[src/include/mb_macros.svh]
// Modbus RTU slave sizes and protocol constants
// Shared by the collector, executor, sender and register file

`ifndef MB_MACROS_SVH
`define MB_MACROS_SVH

// Holding register file depth
`define MB_REG_WORDS 64

// Coil image width
`define MB_COILS 32

// Receive and transmit buffer depth in bytes
`define MB_BUF_BYTES 256

// CRC-16 start value and reflected polynomial
`define MB_CRC_INIT 16'hFFFF
`define MB_CRC_POLY 16'hA001

// Shortest frame: address, function and two CRC bytes
`define MB_MIN_FRAME 4

`endif

[src/mb_pkg.sv]
// Modbus RTU slave shared types
// Frame bytes, 16-bit fields, buffer indices and supported function codes

`default_nettype none

package mb_pkg;

  // One byte of a frame
  typedef logic [7:0] mb_byte_t;

  // Register value, address or quantity field
  typedef logic [15:0] mb_word_t;

  // Index into a 256-byte frame buffer
  typedef logic [7:0] mb_idx_t;

  // Function codes handled by the slave
  typedef enum logic [7:0] {
    FC_READ_COILS  = 8'h01,
    FC_READ_HOLD   = 8'h03,
    FC_WRITE_COIL  = 8'h05,
    FC_WRITE_REG   = 8'h06,
    FC_WRITE_MULTI = 8'h10
  } mb_func_e;

endpackage

`default_nettype wire

[src/holding_regs.sv]
// Holding register file
// 64 words of 16 bits, one write port and one registered read port

`default_nettype none
`timescale 1ns/1ns

`include "mb_macros.svh"

module holding_regs (
  input  logic                               clk,
  input  logic                               reg_re,
  input  logic [$clog2(`MB_REG_WORDS)-1:0]   reg_raddr,
  input  logic [$clog2(`MB_REG_WORDS)-1:0]   reg_waddr,
  input  logic                               reg_we,
  input  mb_pkg::mb_word_t                   reg_wdata,
  output mb_pkg::mb_word_t                   reg_rdata
);

  mb_pkg::mb_word_t mem [`MB_REG_WORDS];

  always_ff @(posedge clk) begin
    if (reg_we) begin
      mem[reg_waddr] <= reg_wdata;
    end
  end

  // Read data holds until the next read strobe
  always_ff @(posedge clk) begin
    if (reg_re) begin
      reg_rdata <= mem[reg_raddr];
    end
  end

endmodule

`default_nettype wire

[config.mk]
export PLATFORM = sky130hd
export DESIGN_NAME = holding_regs
export DESIGN_NICKNAME = d
export VERILOG_FILES = /design/src/mb_pkg.sv /design/src/holding_regs.sv
export VERILOG_INCLUDE_DIRS = /design/src /design/src/include
export SDC_FILE = /design/constraint.sdc
export NUM_CORES = 1
export LEC_CHECK = 0
export BUFFER_PORTS_ARGS = -buffer_cell sky130_fd_sc_hd__buf_2
export CORE_MARGIN = 2
export CORE_UTILIZATION = 60
export CTS_BUF_LIST = sky130_fd_sc_hd__clkbuf_8
export CTS_CLUSTER_SIZE = 14
export DETAILED_ROUTE_END_ITERATION = 7
export GPL_ROUTABILITY_DRIVEN = 0
export MAX_ROUTING_LAYER = met4
export PLACE_DENSITY_LB_ADDON = 0.12
export SYNTH_ARGS = -nofsm -noshare
export SYNTH_HDL_FRONTEND = slang
export SYNTH_SLANG_ARGS = --single-unit
[constraint.sdc]
create_clock -name clk -period 5.25 [get_ports clk]
set_clock_uncertainty 0.2 [all_clocks]
set_input_delay 0.2625 -clock clk [delete_from_list [all_inputs] [get_ports clk]]
set_output_delay 0.2625 -clock clk [all_outputs]
set_load 0.02 [all_outputs]
=== Word level (Yosys, flattened, before mapping) ===
Memories as Yosys holds them, arrays and structs flattened. A register that Yosys moved wholly into a read port is not among the register bits.
Cells that the tools add are included.

* Input bits: 31
* Output and inout bits: 16
* Memories: 1
* Register bits after elaboration: 0
* Logic and storage cells: 3
* Bits in writable memories: 1,024

* Muxes and demuxes: 2

{| class="wikitable"
|+ Memories
! memory !! words !! bits a word !! rd ports !! clocked after Yosys merged registers in !! write ports !! RTL line !! RTL
|-
| mem || 64 || 16 || 1 || 1 || 1 || holding_regs.sv:19 || <nowiki>mb_pkg::mb_word_t mem [`MB_REG_WORDS];</nowiki>
|}

{| class="wikitable"
|+ Operator list
! operator !! count
|-
| $mux W1 || 2
|}

=== Longest topological paths before layout ===
Gate-level depths: netlist of the first run.

* Depth in word-level cells: 2
* Mapped depth: 10
* Mapped depth without buffers: 5

=== Worst setup path after synthesis of the first run ===
OpenSTA, ideal clock, no wires.

* Path type: input -> register
* From: in reg_waddr[3]
* To: mem mem[48][0] in the netlist's numbering (enable)
* Stages on the path: 4
* Setup slack: 2.753 ns
* Library setup time: 0.409 ns
* Required time: 4.641 ns
* Arrival time: 1.888 ns
* Buffers on the path: 1
* Cell sequence: clkbuf_1 -> nor2b_1 -> nand4b_1 -> nor3_1

{| class="wikitable"
|+ RTL lines
! what !! RTL line !! RTL
|-
| from (decl) || holding_regs.sv:13 || <nowiki>input logic [$clog2(`MB_REG_WORDS)-1:0] reg_waddr,</nowiki>
|-
| to (decl) || holding_regs.sv:19 ||
|}

No word-level cell before the write port.

==> results.toml, run 1 <==
[critical_path]
slowest_stage = "a31oi_1"
r2r_cells = 5
cp.required_ns = 5.55
path_cells = "buf_8 -> buf_12 -> mux4_2 -> nor2b_1 -> a211o_1 -> a31oi_1 -> a311oi_1"
worstPathMaxFanout = 73
worstSetupStartpointType = "input port"
worst-path-buf-inv = 2
path_class = "input port to flop"
arrival_ns = 3.38
worst_path_largest_cell_delay_ns = 0.68
crit_family = "compound AO/OA/AOI/OAI gates"
critical_path_depth = 7
cp-end-kind = "flop"

[placement]
portBuffers = 46
place_area_um2 = 41600
dpl.hpwl_um = 53700
dp_slack_ns = 1.40

[sta]
rsz0062_at_grt = "no"
final-hold-violation-count = 0
tightest_slew_ns = 1.33
drv_slew = 0
setup_viol = 0
min_period_over_period_pct = 58.8
fin_crit_ns = 3.08
finalSetupTns_ns = 0
fmax_mhz = 324
timing.hold.ws_ns = 0.0880
setup_ws_ns = 2.17
maxSlewHeadroom_pct = 10.7

[floorplanning]
die_y_um = 263
die-area_um2 = 69100
rows = 94
ioPinCount = 47
initial_core_util_pct = 60.8
core_um2 = 66100
die_w_um = 263

[flow_run]
maxCapViolations = 0

[clocking]
cts_resized = 0
cts_buffer_depth = 3
path_clk_slew_ns = 0.06
numCtsBuffers = 163
tritoncts = "built"
htree_levels = 4
cts_sinks = 1040
cts_root_buf = "clkbuf_8"
clk_latency_ns = 0.81

[routing]
post_drt_wl_per_cell_um = 31.1
wl_um = 94100
first_pass_iters = 5
vias = 19600
drc_errors = 0
routed_via_density = 6.47
ant_nets = 0
dr.first_iter.drc_count = 2733

[cells_and_area]
fin_util_pct = 67.4
fin_area_um2 = 44500
syn_to_final_growth_pct = 10.8
mostFrequentLayoutCell = "edfxtp_1"
regArea_um2 = 31200
drive_gt1_share_pct = 27.1
multi_input_area_um2 = 8280
fin_nets = 2074
fill_cells = 4250
final_cell_mix = "edfxtp_1 (1040), mux4_2 (220), clkbuf_8 (169)"

[power_and_ir_drop]
powerDensity_nw_per_um2 = 360
max-vdd-ir-drop_v = 0.000253
leakage_nw = 14.3

[synthesis]
ys_top_cells_by_area = "edfxtp_1 (78%), mux4_2 (12%), mux2i_1 (2.1%), mux2_2 (0.76%), a22oi_1 (0.73%)"
ys_seq_elements = 1040
yosys.area.top_type_share_pct = 77.7
ys_async_sr_fraction_pct = 0
ys.flop_type = "edfxtp_1"
ys_seq_area_share_pct = 77.7
synth_edf_count = 1040
yosysUniqueCellTypes = 42
yosys_warnings = 0
netlist_area_um2 = 40200
postSynthCellCount = 1829
synth.avg_cell_area_um2 = 22.0
syn-num-nets = 1860
yosys.area.top_type = "edfxtp_1"

[hold_path]
min_path_type = "input port to flop"
hold_path_depth = 4

[outcome]
outcome = "completed"

[grt]
antenna_found_initial = 5
overflow = 0
grt_max_degree = 80
grtUsageTotal_pct = 28.9
grt_pass1_wl_um = 137000
grt_pass1_vias = 19700
[stage by stage]
stage          total power, mW  cells
2_1_floorplan             9.89   1829
3_3_place_gp              10.2   2723
6_report                  16.0   3022
5_1_grt                   16.5   3022
4_1_cts                   16.1   3020
3_5_place_dp              10.3   2723
[synth_stat cells, types with 12 or more instances]
master	instances
mux2i_1	85
clkbuf_1	24
nand2_1	59
buf_2	36
buf_6	17
nor2b_1	30
nor2_1	72
mux4_2	220
a221oi_1	16
mux2_2	27
a21oi_1	17
buf_4	13
nand4_1	12
nand3_1	24
edfxtp_1	1040
a22oi_1	39
[layout make-up]
| type | instances | area share (%) |
|---|---|---|
| well taps | 864 | 2.43 |
| clock inverters | 110 | 1.05 |
| diodes | 2 | 0.0112 |
| clock buffers | 168 | 5.19 |
| multi-input cells | 685 | 18.6 |
| repair buffers | 153 | 2.62 |
| flip-flops and latches | 1040 | 70.1 |
[timing repair]
item / CTS / global route
buffers inserted: 0 / 0
hold buffers: 19 / 0
endpoints found under the hold margin: 1010 / 0
[logic make-up after synthesis]
group / share of synthesized area, %
AO/OA/AOI/OAI: 2.40
buffers and inverters: 1.82
flip-flops: 77.7
multiplexers: 15.5
AND/OR/NAND/NOR: 2.64
[registers in the layout, indices dropped and copies added, names as in the netlist]
name       count
mem         1024
reg_rdata     16
[report_power, final]
part | switching [mW] | total, mW | internal (mW) | leakage, nW
Combinational | 0.546 | 0.846 | 0.300 | 3.35
Clock | 2.99 | 5.93 | 2.94 | 1.64
Sequential | 0.0286 | 9.24 | 9.22 | 9.37
[tightest hold or removal path: stages]
cell and delay [ns]:
buf_2 0.16, nand4_1 0.20, nor3_2 0.06, buf_4 0.21
[final timing paths]
kind,to,slack [ns],from
max,reg_rdata[3],2.17,reg_raddr[0]
min,mem[49][9],0.09,reg_waddr[0]
max reg2reg,reg_rdata[3],2.59,mem[23][3]
min reg2reg,reg_rdata[10],0.73,mem[0][10]
[layer usage]
| layer | track usage, % | part of all wire (%) |
|---|---|---|
| met1 | 40.6 | 39 |
| met2 | 42.4 | 48 |
| met3 | 7.23 | 10 |
| met4 | 8.93 | 2.3 |
| met5 | - | 0 |
No activity file was read; power rests on OpenSTA's default activity.
==> run 2: changes to the inputs <==
==> constraint.sdc (replaced) <==
create_clock -name clk -period 2.9 [get_ports clk]
set_clock_uncertainty 0.2 [all_clocks]
set_input_delay 0.145 -clock clk [delete_from_list [all_inputs] [get_ports clk]]
set_output_delay 0.145 -clock clk [all_outputs]
set_load 0.02 [all_outputs]
==> run 2 against run 1 <==
- first-iteration DRC count down 8.7%
- sequential share of layout area down 1.7 points
- sequential power up 81%
- global-route usage decreased by 0.36 points
- flip-flop and latch count stayed put
- wire length fell by 1.0%
- via count increased by 1.7%
- core utilization increased by 1.7 points
- critical endpoint unchanged
==> results.toml, run 2 (synthesis gave the netlist of run 1 again) <==
[power_and_ir_drop]
powerDensity_nw_per_um2 = 650
max-vdd-ir-drop_v = 0.000477
leakage_nw = 15.0

[routing]
post_drt_wl_per_cell_um = 29.8
first_pass_iters = 6
drc_errors = 0
vias = 19900
dr.first_iter.drc_count = 2496
ant_nets = 0
wl_um = 93100
routed_via_density = 6.36

[placement]
portBuffers = 46
dpl.hpwl_um = 57600
place_inst = 2812

[floorplanning]
ioPinCount = 47
core_um2 = 66100
initial_core_util_pct = 60.8
rows = 94
die_w_um = 263
die_y_um = 263
die-area_um2 = 69100

[critical_path]
cp-end-kind = "flop"
worstPathMaxFanout = 1
arrival_ns = 2.75
cp.required_ns = 3.22
path_cells = "mux4_2 -> nor2b_1 -> a211o_1 -> a31oi_1 -> buf_4 -> a311oi_1"
worst_path_largest_cell_delay_ns = 0.46
path_class = "flop to flop"
worstSetupStartpointType = "flop"
slowest_stage = "mux4_2"

[clocking]
cts_sinks = 1040
htree_levels = 4
cts_setup_buffers = 0
path_clk_slew_ns = 0.06
cts_root_buf = "clkbuf_8"
cts_buffer_depth = 3
tritoncts = "built"
clk_latency_ns = 0.80
numCtsBuffers = 162

[grt]
grt_pass1_wl_um = 136000
grtUsageTotal_pct = 28.5
grt_pass1_vias = 19900
antenna_found_initial = 4
grt_max_degree = 65
overflow = 0

[cells_and_area]
fin_util_pct = 69.1
drive_gt1_share_pct = 29.7
largest_reg_flops = 1024
mostFrequentLayoutCell = "edfxtp_1"
syn_to_final_growth_pct = 13.6
reg_top3 = "mem (1024), reg_rdata (16)"
final_cells = 3128
fin_nets = 2174
regMostFlops = "mem"
final_cell_mix = "edfxtp_1 (1040), mux4_2 (220), clkbuf_8 (167)"

[sta]
maxSlewHeadroom_pct = 14.7
fmax_mhz = 412
setup_viol = 0
final-hold-violation-count = 0
fin_crit_ns = 2.43
rsz0062_at_grt = "no"
drv_slew = 0
finalSetupTns_ns = 0
min_period_over_period_pct = 83.8
tightest_slew_ns = 1.28

[flow_run]
maxCapViolations = 0

[hold_path]
min_path_type = "input port to flop"

[outcome]
outcome = "completed"
[run 2: path summary, 6_finish.rpt]
kind,start,slack [ns],end,cells after the start
worst min-delay path,reg_wdata[2],0.11,mem[30][2],2
worst max register to register,mem[11][3],0.47,reg_rdata[3],6
worst max-delay path,mem[11][3],0.47,reg_rdata[3],6
worst min register to register,mem[2][10],0.73,reg_rdata[10],4
[run 2: repair_timing]
| action | 4_1_cts | 5_1_grt |
|---|---|---|
| hold buffers | 31 | 0 |
| hold endpoints to repair | 1133 | 0 |
| setup endpoints to repair | 0 | 0 |
| resized for setup | 0 | 0 |
[run 2: final cells by class]
| class | instances | area (µm²) |
|---|---|---|
| timing repair buffer | 254 | 2140 |
| tap | 864 | 1080 |
| clock buffer | 166 | 2280 |
| sequential | 1040 | 31200 |
| fill | 4143 | 20400 |
| antenna | 2 | 5.00 |
| clock inverter | 117 | 659 |
| multi-input combinational | 685 | 8250 |
[run 2: metal layers]
metal,GRT usage (%),share of wire [%]
met1,39.3,40
met2,44.2,50
met3,5.53,8.3
met4,8.42,2.2
met5,-,0
[run 2: worst max-delay path: cells and delay by family, from the launching register on]
kind	cells	cell delay, ns
compound gates	3	0.77
mux	1	0.46
flops	1	0.37
buf+inv	1	0.20
simple gates	1	0.14
[run 2: power by group]
part	switching, mW	internal, mW
Clock	5.45	5.84
Sequential	0.0442	16.7
Combinational	1.01	0.656
Total	6.51	23.2
[run 2: per-stage QoR]
step	area (µm²)	total power [mW]	hold WS (ns)	worst slack, ns
6_report	45700	29.7	0.108	0.471
3_3_place_gp	42400	18.6	0.172	0.163
2_1_floorplan	40200	17.9	0.0439	0.520
5_1_grt	45700	30.6	0.0831	0.484
3_5_place_dp	42400	18.7	0.168	0.160
4_1_cts	45600	29.9	0.0421	0.521
