$ cat src/include/mb_macros.svh
// Modbus RTU slave sizes and protocol constants
// Shared by the collector, executor, sender and register file

`ifndef MB_MACROS_SVH
`define MB_MACROS_SVH

// Holding register file depth
`define MB_REG_WORDS 64

// Coil image width
`define MB_COILS 32

// Receive and transmit buffer depth in bytes
`define MB_BUF_BYTES 256

// CRC-16 start value and reflected polynomial
`define MB_CRC_INIT 16'hFFFF
`define MB_CRC_POLY 16'hA001

// Shortest frame: address, function and two CRC bytes
`define MB_MIN_FRAME 4

`endif

$ cat src/mb_pkg.sv
// Modbus RTU slave shared types
// Frame bytes, 16-bit fields, buffer indices and supported function codes

`default_nettype none

package mb_pkg;

  // One byte of a frame
  typedef logic [7:0] mb_byte_t;

  // Register value, address or quantity field
  typedef logic [15:0] mb_word_t;

  // Index into a 256-byte frame buffer
  typedef logic [7:0] mb_idx_t;

  // Function codes handled by the slave
  typedef enum logic [7:0] {
    FC_READ_COILS  = 8'h01,
    FC_READ_HOLD   = 8'h03,
    FC_WRITE_COIL  = 8'h05,
    FC_WRITE_REG   = 8'h06,
    FC_WRITE_MULTI = 8'h10
  } mb_func_e;

endpackage

`default_nettype wire

$ cat src/crc16_modbus.sv
// Modbus CRC-16 accumulator
// Folds one byte per valid cycle, eight reflected shift/XOR steps unrolled

`default_nettype none
`timescale 1ns/1ns

`include "mb_macros.svh"

module crc16_modbus (
  input  logic             clk,
  input  logic             rst,
  input  logic             clr,
  input  mb_pkg::mb_byte_t data_in,
  input  logic             data_valid,
  output mb_pkg::mb_word_t crc
);

  mb_pkg::mb_word_t crc_next;

  // Reflected CRC, LSB of the byte enters first
  always_comb begin
    crc_next = crc ^ {8'h00, data_in};
    for (int i = 0; i < 8; i++) begin
      if (crc_next[0]) begin
        crc_next = (crc_next >> 1) ^ `MB_CRC_POLY;
      end else begin
        crc_next = crc_next >> 1;
      end
    end
  end

  always_ff @(posedge clk) begin
    if (rst || clr) begin
      crc <= `MB_CRC_INIT;
    end else if (data_valid) begin
      crc <= crc_next;
    end
  end

endmodule

`default_nettype wire

$ cat src/response_sender.sv
// Response sender
// Buffers the response body and streams it on a valid/ready byte port,
// then appends the CRC low byte first

`default_nettype none
`timescale 1ns/1ns

`include "mb_macros.svh"

module response_sender (
  input  logic             clk,
  input  logic             rst,
  input  logic             body_we,
  input  mb_pkg::mb_idx_t  body_idx,
  input  mb_pkg::mb_byte_t body_byte,
  input  mb_pkg::mb_idx_t  body_len,
  input  logic             send_start,
  output mb_pkg::mb_byte_t tx_b,
  output logic             tx_b_v,
  input  logic             tx_b_rdy,
  output logic             send_done
);

  typedef enum logic [2:0] {S_IDLE, S_BODY, S_CRC_LO, S_CRC_HI, S_CRC_END} state_t;

  state_t           state;
  mb_pkg::mb_byte_t body_buf [`MB_BUF_BYTES];
  mb_pkg::mb_idx_t  len;
  mb_pkg::mb_idx_t  idx;
  mb_pkg::mb_word_t crc;
  logic             body_xfer;

  // Only body bytes are folded, and only once they are accepted
  assign body_xfer = tx_b_v && tx_b_rdy && (state == S_BODY);

  crc16_modbus u_crc (
    .clk        (clk),
    .rst        (rst),
    .clr        (send_start && state == S_IDLE),
    .data_in    (tx_b),
    .data_valid (body_xfer),
    .crc        (crc)
  );

  always_ff @(posedge clk) begin
    if (body_we) begin
      body_buf[body_idx] <= body_byte;
    end
  end

  // ==========================================================================
  // Output stream, tx_b holds until its handshake
  // ==========================================================================
  always_ff @(posedge clk) begin
    if (rst) begin
      state     <= S_IDLE;
      tx_b_v    <= 1'b0;
      send_done <= 1'b0;
    end else begin
      send_done <= 1'b0;
      case (state)
        S_IDLE: begin
          if (send_start) begin
            len   <= body_len;
            idx   <= '0;
            state <= S_BODY;
          end
        end
        S_BODY: begin
          if (!tx_b_v || tx_b_rdy) begin
            if (idx != len) begin
              tx_b   <= body_buf[idx];
              tx_b_v <= 1'b1;
              idx    <= idx + 8'd1;
            end else begin
              tx_b_v <= 1'b0;
              state  <= S_CRC_LO;
            end
          end
        end
        S_CRC_LO: begin
          // CRC has taken the last body byte by now
          tx_b   <= crc[7:0];
          tx_b_v <= 1'b1;
          state  <= S_CRC_HI;
        end
        S_CRC_HI: begin
          if (tx_b_rdy) begin
            tx_b  <= crc[15:8];
            state <= S_CRC_END;
          end
        end
        default: begin
          if (tx_b_rdy) begin
            tx_b_v    <= 1'b0;
            send_done <= 1'b1;
            state     <= S_IDLE;
          end
        end
      endcase
    end
  end

endmodule

`default_nettype wire

$ cat config.mk
export PLATFORM = sky130hd
export DESIGN_NAME = response_sender
export DESIGN_NICKNAME = d
export VERILOG_FILES = /design/src/mb_pkg.sv /design/src/crc16_modbus.sv /design/src/response_sender.sv
export VERILOG_INCLUDE_DIRS = /design/src /design/src/include
export SDC_FILE = /design/constraint.sdc
export NUM_CORES = 2
export LEC_CHECK = 0
export BUFFER_PORTS_ARGS = -buffer_cell sky130_fd_sc_hd__buf_4
export CAP_MARGIN = 5
export CORE_MARGIN = 2
export CORE_UTILIZATION = 29
export DETAILED_ROUTE_END_ITERATION = 10
export HOLD_SLACK_MARGIN = 0.15
export RECOVER_POWER = 25
export SETUP_SLACK_MARGIN = 0.15
export SLEW_MARGIN = 30
export SYNTH_ARGS = -nofsm -noshare
export SYNTH_HDL_FRONTEND = slang
export SYNTH_SLANG_ARGS = --single-unit
$ cat constraint.sdc
create_clock -name clk -period 7.1 [get_ports clk]
set_clock_uncertainty 0.05 [all_clocks]
set_input_delay 0 -clock clk [delete_from_list [all_inputs] [get_ports clk]]
set_output_delay 0 -clock clk [all_outputs]
set_load 0.005 [all_outputs]
# ---- After elaboration in Yosys (flattened, before gate mapping)
# Memories as Yosys holds them, arrays and structs flattened. A register that Yosys moved wholly into a read port is not among the register bits.
# Cells that the tools add are included.
dict set report totals {
  reg_bits 45
  n_memories 1
  ram_bits 2048
}
dict set report classes {
  muxes 30
  add_sub_neg 1
  eq_ne 9
  n_reduce_logical 18
  bitwise 11
}
# memory depth word_bits read_ports rd_clocked_by_memory_dff write_ports line
set memory_table {}
lappend memory_table {body_buf 256 8 1 1 1 response_sender.sv:27} ;# mb_pkg::mb_byte_t body_buf [`MB_BUF_BYTES];
# op count
set op_table {}
lappend op_table {{$mux 16} 8}
lappend op_table {{$mux 8} 7}
lappend op_table {{$not 2->3} 8}
lappend op_table {{$pmux 8 s3} 1}
lappend op_table {{$pmux 8 s2} 1}
lappend op_table {{$xor 16x8->16} 1}
lappend op_table {{$mux 3} 5}
lappend op_table {{$reduce_and 5->1} 3}
lappend op_table {{$pmux 3 s4} 1}
lappend op_table {{$add 8x1->8 const B} 1}
lappend op_table {{$ne 8x8->1} 1}
lappend op_table {{$eq 3x2->1 const B} 2}
lappend op_table {{$mux 1} 6}
lappend op_table {{$ne 2x2->1 const B} 3}
lappend op_table {{$reduce_and 3->1} 2}
lappend op_table {{$reduce_bool 3->1} 2}
lappend op_table {{$reduce_or 5->1} 1}
lappend op_table {{$ne 2x1->1 const B} 2}
lappend op_table {{$reduce_bool 4->1} 1}
lappend op_table {{$eq 3x1->1 const B} 1}
lappend op_table {{$logic_and 1x1->1} 3}
lappend op_table {{$logic_not 3->1} 1}
lappend op_table {{$pmux 1 s3} 1}
lappend op_table {{$logic_or 1x1->1} 2}
lappend op_table {{other kinds (4)} 5}

# ---- Depth between registers and ports, before layout
dict set report depth {
  word_depth 17
  mapped_depth 13
  depth_no_buf 7
}

# ---- Hierarchy
# Synthesis repeated with hierarchy kept, for this count alone.
dict set report unflattened {
  hier_cells 4210
  area_unflattened_um2 82547.9
}
# module cells_each seq_area_each_um2 n_inst area_each_um2
set modules_own_cells {}
lappend modules_own_cells {response_sender 4119 62479.9 1 81742.1}
lappend modules_own_cells {crc16_modbus 91 320.3 1 805.8}

# ---- Least setup slack after synthesis
# No wires, ideal clock.
dict set report synth_timing {
  path_type {register to register}
  start {register with a tool-made name}
  end {register tx_b[1], data pin}
  path_slack_ns 4.546
  required_time_ns 6.793
  stages_incl_launch_ff 9
  period_less_slack_ns 2.554
  path_buffers 3
  arrival_ns 2.247
  cell_sequence {dfxtp_1 > buf_6 > buf_12 > buf_8 > mux4_1 > mux4_2 > a211oi_2 > a21oi_1 > a32o_1}
}
# item line
set synth_rtl {}
lappend synth_rtl {{to (signal assigned)} response_sender.sv:72} ;# tx_b <= body_buf[idx];
lappend synth_rtl {{to (signal assigned)} response_sender.sv:83} ;# tx_b <= crc[7:0];
lappend synth_rtl {{to (signal assigned)} response_sender.sv:89} ;# tx_b <= crc[15:8];
lappend synth_rtl {{to (decl)} response_sender.sv:18} ;# output mb_pkg::mb_byte_t tx_b,

# ---- Final worst setup path
dict set report layout_timing {
  start {input body_byte[1]}
  end {memory body_buf[3][1] (netlist bit), data pin}
}
# item line
set layout_rtl {}
lappend layout_rtl {{from (decl)} response_sender.sv:15} ;# input mb_pkg::mb_byte_t body_byte,
lappend layout_rtl {{to (decl)} response_sender.sv:27}
# No word-level cell before the write port.

==> impl_summary.md <==
Route
The number of DRC violations after detailed-routing iteration 0 is 5,719. The detailed-route wire length per cell is 27.6 um. The average via count per standard cell is 5.22.

After detailed routing, the met2 layer carries 109 mm of wire. The final antenna-violating net count is 0. The overall routed net length is 228 mm. The met1 routed wirelength after detailed routing is 92.6 mm.

The remaining design rule violation count is 0. The length of routed met3 wiring is 19.1 mm. The total number of vias is 43,075. The first detailed-routing pass took 5 iterations.

The top metal layer carrying routed signals is met5.

Place
The HPWL after detailed placement is 139 mm. Once placement completed, the tool counted placed cells totaling 7,822. The global placement routability congestion is 0.830. The worst setup timing slack at the placement stage is 2.73 ns.

The number of port buffers is 38.

Finish
In the final layout, the share of cells above drive strength 1 is 17.8%. After the last flow step, the layout net total stands at 4,342. The number of cells in the finished layout apart from fillers is 8,256. The synthesis-to-layout area growth is 13.5%.

Floorplanning
The I/O pin total is 39. In this run the core area contains 196 standard-cell rows. After floorplanning, the core was sized to cover 285,000 um2. In this run the horizontal extent of the chip is 540 um.

The die footprint is 291,000 um2. Once the floorplan was initialized, standard cells occupied 29.2% of the core. The y dimension of the die is 540 um.

Clocking
The clock insertion delay at the later pin of the skew report is 0.86 ns. Buffers added to address setup during post-CTS repair amount to 0. The depth of the CTS H-tree is 4.

The TritonCTS buffer count is 209. The clock-pin slew of the registers on the worst-case setup and hold paths is 0.06 ns. The clock drives 2,101 sinks. The number of buffers on the longest clock path is 3. The cell sitting at the root of the clock tree is a sky130_fd_sc_hd__clkbuf_16.

The TritonCTS clock tree is yes.

Worst setup path
Measured in cells, the most critical reg-to-reg path has a length of 8. The type of the worst setup path is input port to flop. STA classifies the critical path startpoint as an input port. The data arrival time at the worst-slack endpoint is 5.65 ns. The endpoint required time on the critical path is 7.57 ns. Of all nets on the critical path, the largest fanout is 114. The worst setup path is captured at a flop.

The setup slack of the worst register-to-register path is 2.76 ns. The worst register-to-register path ends at tx_b[6].

Synth
By area the synthesized netlist is led by sky130_fd_sc_hd__edfxtp_1 (75%), sky130_fd_sc_hd__mux4_2 (8.3%), sky130_fd_sc_hd__mux2i_1 (3.2%). The netlist area before placement is 83,300 um2. The count of state elements after synthesis is 2,101. In the synthesized netlist the dominant register cell turns out to be sky130_fd_sc_hd__edfxtp_1. In this run, synthesis inferred 2,072 flip-flops with an integrated enable. After synthesis, the mean cell area works out to 19.9 um2.

By instance count, the leading cell after synthesis is sky130_fd_sc_hd__edfxtp_1. The number of nets handed over by synthesis was 4,212. After synthesis, the most frequently instantiated cells are sky130_fd_sc_hd__edfxtp_1 (2,072), sky130_fd_sc_hd__nor2_1 (325), sky130_fd_sc_hd__mux4_2 (305). The netlist uses 76 different library cells.

The total of warnings raised by yosys is 0. The synthesized instance count is 4,182. Summed over all instances, the cell type with the most area after synthesis is sky130_fd_sc_hd__edfxtp_1. For this run, asynchronously set or reset flops after synthesis account for 0%. Of the post-synthesis cell area, the dominant cell type holds 74.7%.

The share of the yosys chip area belonging to registers is 75.4%.

STA
Once routing completed, OpenROAD measured the worst setup slack at 1.93 ns. The timing-limited maximum frequency is 0.193 GHz. Setup repair after global routing left no endpoint under its margin. Summed over all failing endpoints, the final setup total negative slack is 0 ns.

The number of pins with negative max-slew slack in the final report is 709. The worst path in the final design needs a cycle of 5.17 ns, including I/O delays and setup. Measured against its own limit, the worst slew margin works out to -272%. The total of endpoints with negative setup slack in the final report is 0. The slew at the pin closest to its max-slew limit is 5.57 ns. The fraction of the cycle the final worst path needs is 72.9%. The final number of hold-violating endpoints is 0.

Min path
In this run the most critical hold path is launched from send_start. The worst hold path passes through 4 cells. The path with the worst hold slack has its endpoint at idx[1]. The path class of the tightest hold or removal check is input port to flop.

Run
The max-capacitance violation count is 9.

GRT
Entering global routing, the biggest net connects 127 pins. The first global-routing pass estimated 323 mm of wire. The global-route congestion overflow total is 0. The initial antenna violation count is 15. The global routing usage summed across all routing layers is 15.3%. The number of global-route vias before repair is 42,416.

Run status
The run finished, with violations left. The final reports fail on capacitance limit, slew limit.

Pwr
IR analysis of the VDD net gives a maximum drop of 0.000260 V. Summed over all cells, the static leakage comes to 28.9 nW. Power spread over the standard cell area amounts to 286 nW/um2.
-- worst max-delay path, cell delays in order --
cell and delay, ns:
sky130_fd_sc_hd__dlygate4sd3_1 0.54, sky130_fd_sc_hd__clkbuf_1 3.75, sky130_fd_sc_hd__buf_4 1.06
-- placed cells by master, fill, tap and decap left out, drive strengths merged, types with 22 or more instances in the layout --
master,n
buf,111
dlygate4sd3,39
o221ai,81
mux2,22
nand2,133
o21ai,50
clkbuf,276
mux2i,264
nand3,58
dfxtp,29
nor2b,22
xnor2,27
nor3,28
a22oi,38
o22ai,76
a21oi,80
edfxtp,2072
nor2,325
o211ai,22
mux4,400
clkinv,103
-- where the power goes --
part	leakage [nW]	switching, W	internal, W	total (W)
clock	3.27	0.00469	0.00621	0.0109
combinational	6.72	0.00153	0.000832	0.00236
sequential	18.9	0.0000773	0.0137	0.0138
-- through the flow --
step | hold slack [ns] | power (W) | area, um2 | util, %
5_1_grt | 0.250 | 0.0277 | 94500 | 33.1
2_1_floorplan | 0.0489 | 0.0154 | 83300 | -
3_5_place_dp | 0.131 | 0.0163 | 87400 | 30.6
6_report | 0.210 | 0.0270 | 94500 | 33.1
3_3_place_gp | 0.129 | 0.0163 | 87300 | 30.6
4_1_cts | 0.190 | 0.0271 | 94500 | 33.1
-- kinds of logic after synthesis --
kind of cell | Yosys count | synth area share, %
AO/OA/AOI/OAI | 447 | 3.73
XOR/XNOR | 36 | 0.379
adder cells (fa/ha/maj) | 1 | 0.0150
AND/OR/NAND/NOR | 645 | 3.37
multiplexers | 686 | 14.7
flip-flops | 2101 | 75.4
buffers and inverters | 266 | 2.35
-- cell type report --
type | count | area, um2
Antenna cell | 6 | 15.0
Clock buffer | 257 | 5500
Clock inverter | 130 | 1200
Fill cell | 27028 | 191000
Inverter | 16 | 63.8
Multi-Input combinational cell | 1815 | 18700
Sequential cell | 2101 | 62800
Tap cell | 3762 | 4710
Timing Repair Buffer | 169 | 1570
-- flip-flops by register name (all words and copies together) (netlist names), named ones only --
signal,flops
body_buf,2048
u_crc.crc,16
idx,8
len,8
tx_b,8
state,3
send_done,1
tx_b_v,1
-- how the worst max path moves through the flow --
stage | from | cells past startpoint | endpoint
after global routing | body_byte[1] | 3 | body_buf[101][1]
after CTS | flop | 9 | tx_b[2]
final | body_byte[1] | 3 | body_buf[3][1]
after detailed placement | flop | 9 | tx_b[2]
after floorplan | flop | 8 | tx_b[1]
after global placement | flop | 8 | tx_b[2]
-- metal layers --
| metal | GRT usage, % | up-vias |
|---|---|---|
| met2 | 24.5 | 2083 |
| met4 | 5.19 | 10 |
| met3 | 3.08 | 387 |
| li1 | - | 17603 |
| met1 | 20.7 | 22992 |
| met5 | 0 | - |
-- what timing repair did --
item / 4_1_cts / 5_1_grt
hold buffers: 38 / 1
hold endpoints to repair: 1217 / 2
resized for setup: 0 / 0
No activity file was read; power rests on OpenSTA's default activity.
