===== src/include/mb_macros.svh =====
// Modbus RTU slave sizes and protocol constants
// Shared by the collector, executor, sender and register file

`ifndef MB_MACROS_SVH
`define MB_MACROS_SVH

// Holding register file depth
`define MB_REG_WORDS 64

// Coil image width
`define MB_COILS 32

// Receive and transmit buffer depth in bytes
`define MB_BUF_BYTES 256

// CRC-16 start value and reflected polynomial
`define MB_CRC_INIT 16'hFFFF
`define MB_CRC_POLY 16'hA001

// Shortest frame: address, function and two CRC bytes
`define MB_MIN_FRAME 4

`endif


===== src/mb_pkg.sv =====
// Modbus RTU slave shared types
// Frame bytes, 16-bit fields, buffer indices and supported function codes

`default_nettype none

package mb_pkg;

  // One byte of a frame
  typedef logic [7:0] mb_byte_t;

  // Register value, address or quantity field
  typedef logic [15:0] mb_word_t;

  // Index into a 256-byte frame buffer
  typedef logic [7:0] mb_idx_t;

  // Function codes handled by the slave
  typedef enum logic [7:0] {
    FC_READ_COILS  = 8'h01,
    FC_READ_HOLD   = 8'h03,
    FC_WRITE_COIL  = 8'h05,
    FC_WRITE_REG   = 8'h06,
    FC_WRITE_MULTI = 8'h10
  } mb_func_e;

endpackage

`default_nettype wire


===== src/crc16_modbus.sv =====
// Modbus CRC-16 accumulator
// Folds one byte per valid cycle, eight reflected shift/XOR steps unrolled

`default_nettype none
`timescale 1ns/1ns

`include "mb_macros.svh"

module crc16_modbus (
  input  logic             clk,
  input  logic             rst,
  input  logic             clr,
  input  mb_pkg::mb_byte_t data_in,
  input  logic             data_valid,
  output mb_pkg::mb_word_t crc
);

  mb_pkg::mb_word_t crc_next;

  // Reflected CRC, LSB of the byte enters first
  always_comb begin
    crc_next = crc ^ {8'h00, data_in};
    for (int i = 0; i < 8; i++) begin
      if (crc_next[0]) begin
        crc_next = (crc_next >> 1) ^ `MB_CRC_POLY;
      end else begin
        crc_next = crc_next >> 1;
      end
    end
  end

  always_ff @(posedge clk) begin
    if (rst || clr) begin
      crc <= `MB_CRC_INIT;
    end else if (data_valid) begin
      crc <= crc_next;
    end
  end

endmodule

`default_nettype wire


===== src/frame_collector.sv =====
// Receive frame collector
// Buffers one frame between the bridge's frame marks and checks its CRC.
// The frame is held for the executor until the slave is no longer busy

`default_nettype none
`timescale 1ns/1ns

`include "mb_macros.svh"

module frame_collector (
  input  logic             clk,
  input  logic             rst,
  input  logic             frame_start,
  input  logic             frame_end,
  input  logic             rx_b_v,
  input  mb_pkg::mb_byte_t rx_b,
  input  logic             busy,
  input  mb_pkg::mb_idx_t  rd_idx,
  output mb_pkg::mb_byte_t rd_byte,
  output mb_pkg::mb_idx_t  frame_len,
  output logic             frame_ok,
  output logic             crc_err
);

  typedef enum logic [1:0] {S_IDLE, S_COLLECT, S_CHECK} state_t;

  state_t           state;
  mb_pkg::mb_byte_t buf_mem [`MB_BUF_BYTES];
  mb_pkg::mb_word_t crc;
  logic             start_ok;
  logic             byte_in;

  assign start_ok = frame_start && !busy && (state == S_IDLE);
  assign byte_in  = rx_b_v && (state == S_COLLECT);

  // Runs over the CRC bytes too, so a good frame ends at zero
  crc16_modbus u_crc (
    .clk        (clk),
    .rst        (rst),
    .clr        (start_ok),
    .data_in    (rx_b),
    .data_valid (byte_in),
    .crc        (crc)
  );

  // Frame storage, registered read port for the executor
  always_ff @(posedge clk) begin
    if (byte_in) begin
      buf_mem[frame_len] <= rx_b;
    end
    rd_byte <= buf_mem[rd_idx];
  end

  always_ff @(posedge clk) begin
    if (rst) begin
      state     <= S_IDLE;
      frame_len <= '0;
      frame_ok  <= 1'b0;
      crc_err   <= 1'b0;
    end else begin
      frame_ok <= 1'b0;
      crc_err  <= 1'b0;
      case (state)
        S_IDLE: begin
          if (start_ok) begin
            frame_len <= '0;
            state     <= S_COLLECT;
          end
        end
        S_COLLECT: begin
          // Count saturates, so overlong frames keep rewriting the last slot
          if (byte_in && frame_len != 8'hFF) begin
            frame_len <= frame_len + 8'd1;
          end
          if (frame_end) begin
            if (frame_len >= `MB_MIN_FRAME && crc == 16'h0000) begin
              frame_ok <= 1'b1;
              state    <= S_CHECK;
            end else begin
              crc_err <= 1'b1;
              state   <= S_IDLE;
            end
          end
        end
        default: begin
          // Hold the frame until the executor has finished with it
          if (!busy && !frame_ok) begin
            state <= S_IDLE;
          end
        end
      endcase
    end
  end

endmodule

`default_nettype wire


===== config.mk =====
export PLATFORM = sky130hd
export DESIGN_NAME = frame_collector
export DESIGN_NICKNAME = d
export VERILOG_FILES = /design/src/mb_pkg.sv /design/src/crc16_modbus.sv /design/src/frame_collector.sv
export VERILOG_INCLUDE_DIRS = /design/src /design/src/include
export SDC_FILE = /design/constraint.sdc
export NUM_CORES = 2
export LEC_CHECK = 0
export BUFFER_PORTS_ARGS = -buffer_cell sky130_fd_sc_hd__clkbuf_2
export CAP_MARGIN = 10
export CORE_ASPECT_RATIO = 0.8
export CORE_MARGIN = 10
export CORE_UTILIZATION = 45
export CTS_CLUSTER_SIZE = 20
export DETAILED_ROUTE_END_ITERATION = 10
export PLACE_DENSITY_LB_ADDON = 0.25
export SLEW_MARGIN = 10
export SYNTH_ARGS = -nofsm -noshare
export SYNTH_HDL_FRONTEND = slang
export SYNTH_SLANG_ARGS = --single-unit
export TNS_END_PERCENT = 30

===== constraint.sdc =====
create_clock -name clk -period 5.05 [get_ports clk]
set_clock_uncertainty 0.1 [all_clocks]
set_input_delay 1.01 -clock clk [delete_from_list [all_inputs] [get_ports clk]]
set_output_delay 1.01 -clock clk [all_outputs]
set_load 0.05 [all_outputs]

Word level (Yosys, flattened, before mapping)
Memory sizes are Yosys's and may differ from the RTL's. A register that Yosys moved wholly into a read port is not among the register bits.
Cells that the tools add are included.
{"block": "word_totals", "regBits": 28, "ramBits": 2048, "in_bits": 22, "out_inout_bits": 18, "wordCells": 60, "memories": 1}
{"block": "classes", "addsub": 1, "n_lt_le_gt_ge": 1, "n_eq_ne": 5, "n_mux": 20, "bitwise": 11, "reduce_logical": 16}
{"name": "buf_mem", "depth": 256, "word_bits": 8, "read_ports": 1, "rd_ports_with_merged_regs": 1, "write_ports": 1, "line_no": "frame_collector.sv:28", "text": "mb_pkg::mb_byte_t buf_mem [`MB_BUF_BYTES];"}
{"cell": "16-bit two-way mux", "count": 8}
{"cell": "2-bit NOT with 3-bit output", "count": 8}
{"cell": "16-bit zero test", "count": 1}
{"cell": "8-bit two-way mux", "count": 2}
{"cell": "8-bit case mux with 2 select lines", "count": 1}
{"cell": "16-bit by 8-bit XOR with 16-bit output", "count": 1}
{"cell": "8-bit by 1-bit adder with 8-bit output, second input constant", "count": 1}
{"cell": "8-bit by 3-bit greater-or-equal comparator with 1-bit output, second input constant", "count": 1}
{"cell": "2-bit two-way mux", "count": 4}
{"cell": "8-bit != test, second input constant", "count": 1}
{"cell": "1-bit logical AND", "count": 6}
{"cell": "3-bit AND reduction", "count": 2}
{"cell": "1-bit two-way mux", "count": 4}
{"cell": "2-bit by 1-bit != test with 1-bit output, second input constant", "count": 2}
{"cell": "2-bit case mux with 2 select lines", "count": 1}
{"cell": "3-bit nonzero test", "count": 1}
{"cell": "3-bit OR reduction", "count": 1}
{"cell": "2-bit by 1-bit == test with 1-bit output, second input constant", "count": 1}
{"cell": "1-bit zero test", "count": 2}
{"cell": "2-bit zero test", "count": 1}
{"cell": "2-bit != test, second input constant", "count": 1}
{"cell": "1-bit NOT", "count": 2}
{"cell": "2-bit nonzero test", "count": 1}
{"cell": "1-bit logical OR", "count": 1}

Depth between registers and ports, before layout
{"block": "depth", "ltp_word": 17, "depth_mapped": 11, "ltp_nobuf": 7}

Hierarchy
A second synthesis with hierarchy kept.
{"block": "hier_totals", "hier_cells": 3988, "area_unflattened_um2": 80972.7}
{"mod": "frame_collector", "n_inst": 1, "cells_per_inst": 3897, "area_per_inst_um2": 80166.9, "seq_area_each_um2": 61899.4}
{"mod": "crc16_modbus", "n_inst": 1, "cells_per_inst": 91, "area_per_inst_um2": 805.8, "seq_area_each_um2": 320.3}

Worst setup path after synthesis
Ideal clock, no wire load.
{"block": "synth_path", "path_type": "input -> register", "start": "in rd_idx[0]", "end": "reg rd_byte[2], read port of buf_mem", "setup_ps": 127, "arrival_ps": 2757, "path_slack_ps": 2065, "cell_stages": 8, "path_cell_list": "buf_6 -> buf_2 -> mux4_2 -> a22o_1 -> a41oi_1 -> o21ai_0 -> nor4_1 -> nor4_1"}
{"item": "start: declaration", "line_no": "frame_collector.sv:18", "text": "input mb_pkg::mb_idx_t rd_idx,"}
{"item": "end: declaration", "line_no": "frame_collector.sv:19", "text": "output mb_pkg::mb_byte_t rd_byte,"}

Final worst setup path
{"block": "layout_path", "start": "reg frame_len[3]", "end": "mem buf_mem[9][7] in the netlist's numbering (enable)"}
{"item": "start: declaration", "line_no": "frame_collector.sv:20", "text": "output mb_pkg::mb_idx_t frame_len,"}
{"item": "start signal: assignment", "line_no": "frame_collector.sv:73", "text": "frame_len <= frame_len + 8'd1;"}
{"item": "end: declaration", "line_no": "frame_collector.sv:28"}
No word-level cell before the write port.

==> run_results.csv <==
group,metric,value,unit
drt,drtIter0Drc,5152,
synth,synth-seq-cells,2084,
setup_path,worstPathCellList,"nor2b_1, nand3_2, buf_12, nor2_1",
sta,maxSlewViolCount,0,
synth,ys.flop_type,"edfxtp_1",
sta,finalSetupViolCount,0,
setup_path,critPathRequiredTime,5.40,ns
grt,grt_pass1_wl,289800,µm
synth,ys_types,57,
synth,synthAdderAreaFrac,0.06217,%
place,place_congestion,0.8242,
run,drv_cap,0,
power_and_ir_drop,p_per_area,387.5,nW/µm²
sta,post-route-min-period,3.986,ns
synth,synth_top_family_by_area,"multiplexers",
clock_network,cts_buffer_depth,3,
power_and_ir_drop,p_sw,7.574,mW
setup_path,cp_top_family,"simple AND/OR/NAND/NOR gates",
sta,setup_tns,0,ns
synth,netlist_area,80510,µm²
synth,synth-edff-count,2048,
power_and_ir_drop,netSwitchingFraction,21.65,%
power_and_ir_drop,clkPwrFrac,40.7,%
sta,worst_slew_pin_slew,1.241,ns
clock_network,cts_max_level,4,
die,rows,138,
synth,synth-simple-area-share,2.916,%
place,dp_hpwl,123300,µm
place,portBuffers,39,
setup_path,critPathKind,"flip-flop to flip-flop",
sta,max_freq,0.2509,GHz
run_status,status,"completed",
grt,grt_pass1_vias,39370,
drt,drt_first_pass_iters,5,
setup_path,worst_setup_path_end_kind,"flip-flop",
setup_path,crit_arrival,4.34,ns
grt,grtUsageTotal,20.21,%
drt,drc_errors,0,
cells_and_area,synthToLayoutAreaGrowth,12.12,%
synth,syn_avg_cell_area,20.70,µm²
sta,final.period_utilization,78.93,%
clock_network,clk_latency,0.85,ns
power_and_ir_drop,seqPwrFrac,54.4,%
synth,synth_xor_area_share,0.3404,%
setup_path,crit_path_top_delay_cell,"dfxtp_1",
setup_path,cp_max_fo,14,
setup_path,critPathBufInv,1,
clock_network,tritoncts,"done",
clock_network,clock_sinks,2084,
synth,yosysWarnings,0,
grt,grt_start_max_net_pins,148,
grt,antenna_found_initial,14,
die,die_area,196300,µm²
die,start_util,45.40,%
synth,synth_nets,3916,
drt,wl,200900,µm
clock_network,ctsResizeCount,0,
worst_hold_path,hold_class,"input port to flip-flop",
power_and_ir_drop,p_int,27.41,mW
die,die_x,492.9,µm
cells_and_area,layout_common_cells,"edfxtp_1, mux4_2, nor2_1",
drt,via_per_inst,6.072,
sta,rsz0062_at_grt,"no",
grt,grt_overflow_total,0,
cells_and_area,drive_above_1_share,22.99,%
cells_and_area,utilization,50.90,%
clock_network,clock-root-buffer,"clkbuf_16",
clock_network,numCtsBuffers,191,
drt,vias,39900,
synth,synth-compound-area-share,3.705,%
drt,wire_per_inst,30.57,µm
drt,ant_nets,0,
cells_and_area,nNetsFinal,4053,
clock_network,cts_hold_buf,0,
synth,ys_seq_area_share,77.29,%
synth,postSynthCellCount,3890,
power_and_ir_drop,ir_worst_vdd,0.3966,mV
setup_path,startpoint_type,"flip-flop",
synth,async_flop_share,0,%
die,core,177300,µm²
die,num_io_pins,40,
clock_network,postCtsSetupBuffers,0,
synth,muxShareOfSynthArea,14.07,%
clock_network,clk_pin_slew_worst_paths,0.06,ns
sta,max_slew_margin,16.93,%
sta,hold_viol,0,
cells_and_area,fill_cells,14030,
cells_and_area,final_common_cell,"edfxtp_1",
setup_path,slowest_delay,0.89,ns
power_and_ir_drop,leakage,27.78,nW
die,chipHeight,398.3,µm
power_and_ir_drop,pwr-share-comb,5.0,%
## kinds of logic (layout without fill, tap and decap cells)
logic type | after synthesis | after routing
buffers and inverters | 251 | 550
AND/OR/NAND/NOR | 524 | 524
adder cells (fa/ha/maj) | 4 | 4
XOR/XNOR | 28 | 28
multiplexers | 570 | 570
other | 0 | 2
flip-flops | 2084 | 2084
AO/OA/AOI/OAI | 429 | 429
## per-layer routing
metal  vias up  track usage, %  wire [µm]
met1     21290           30.60      86450
met5         -               0         13
met2      1840           30.49      92390
met4         2           4.517       3841
li1      16490               -          -
met3       275           4.016      18200
## registers in the layout, summed over array words and instances (netlist names)
name	count
rd_byte	8
crc_err	1
frame_len	8
state	2
u_crc.crc	16
buf_mem	2048
frame_ok	1
## path summary, 6_finish.rpt
check        depth (start not counted)       endpoint  slack (ns)          start
max                                  4  buf_mem[9][7]        1.06   frame_len[3]
min reg2reg                          2   u_crc.crc[2]        0.40  u_crc.crc[10]
max reg2reg                          4  buf_mem[9][7]        1.06   frame_len[3]
min                                  2   frame_len[1]        0.35            rst
## Yosys cell counts (6+ instances only)
| master | instances | share of area [%] |
|---|---|---|
| edfxtp_1 | 2048 | 76 |
| mux4_2 | 448 | 13 |
| nor2_1 | 300 | 1.4 |
| a22oi_1 | 177 | 1.7 |
| clkbuf_1 | 127 | 0.59 |
| mux2i_1 | 107 | 1.3 |
| a21oi_1 | 93 | 0.58 |
| nand2_1 | 70 | 0.33 |
| buf_2 | 56 | 0.35 |
| nor4_1 | 38 | 0.30 |
| nand3_1 | 37 | 0.23 |
| dfxtp_1 | 36 | 0.90 |
| buf_4 | 29 | 0.27 |
| o221ai_1 | 26 | 0.28 |
| o21ai_0 | 25 | 0.16 |
| o22ai_1 | 22 | 0.17 |
| buf_6 | 21 | 0.29 |
| a22o_1 | 20 | 0.22 |
| xnor2_1 | 20 | 0.22 |
| mux2_2 | 15 | 0.21 |
| nor3_1 | 15 | 0.093 |
| o211ai_1 | 14 | 0.13 |
| buf_1 | 13 | 0.061 |
| nor2b_1 | 13 | 0.10 |
| a221oi_1 | 12 | 0.13 |
| a31oi_1 | 9 | 0.070 |
| nand4_1 | 9 | 0.070 |
| nand2b_1 | 8 | 0.062 |
| a211oi_1 | 7 | 0.065 |
| a2bb2oi_1 | 7 | 0.076 |
| nand3b_1 | 7 | 0.065 |
| nor3b_1 | 6 | 0.056 |
| o21bai_1 | 6 | 0.056 |
| o31a_1 | 6 | 0.065 |
| xor2_1 | 6 | 0.065 |
## power by group through the flow
| stage | Sequential, mW | Combinational, mW | Clock, mW |
|---|---|---|---|
| after global routing | 19.0 | 1.84 | 15.2 |
| after global placement | 19.4 | 1.73 | 0 |
| final | 19.0 | 1.74 | 14.2 |
| after floorplan | 19.4 | 0.882 | 0 |
| after CTS | 19.0 | 1.75 | 14.4 |
| after detailed placement | 19.4 | 1.75 | 0 |
## area by class of cell
| cell class | instances | area [µm²] | share of cell area, % |
|---|---|---|---|
| diodes | 2 | 5.005 | 0.005545 |
| clock buffers | 231 | 4980 | 5.517 |
| clock inverters | 124 | 1132 | 1.255 |
| inverters | 2 | 7.507 | 0.008317 |
| multi-input cells | 1555 | 17090 | 18.93 |
| flip-flops and latches | 2084 | 62220 | 68.93 |
| well taps | 2380 | 2978 | 3.299 |
| repair buffers | 193 | 1852 | 2.052 |
## metrics by stage
stage / area (µm²) / setup slack, ns / power [mW] / hold slack (ns) / instances
2_1_floorplan: 80510 / 2.065 / 20.31 / 0.3638 / 3890
3_5_place_dp: 84140 / 0.3695 / 21.14 / 0.3860 / 6214
3_3_place_gp: 84140 / 0.3706 / 21.12 / 0.3772 / 6214
5_1_grt: 90260 / 1.027 / 36.01 / 0.3411 / 6569
4_1_cts: 90260 / 1.120 / 35.20 / 0.2865 / 6569
6_report: 90260 / 1.064 / 34.98 / 0.3468 / 6571
Power figures use the tool's default switching activity.
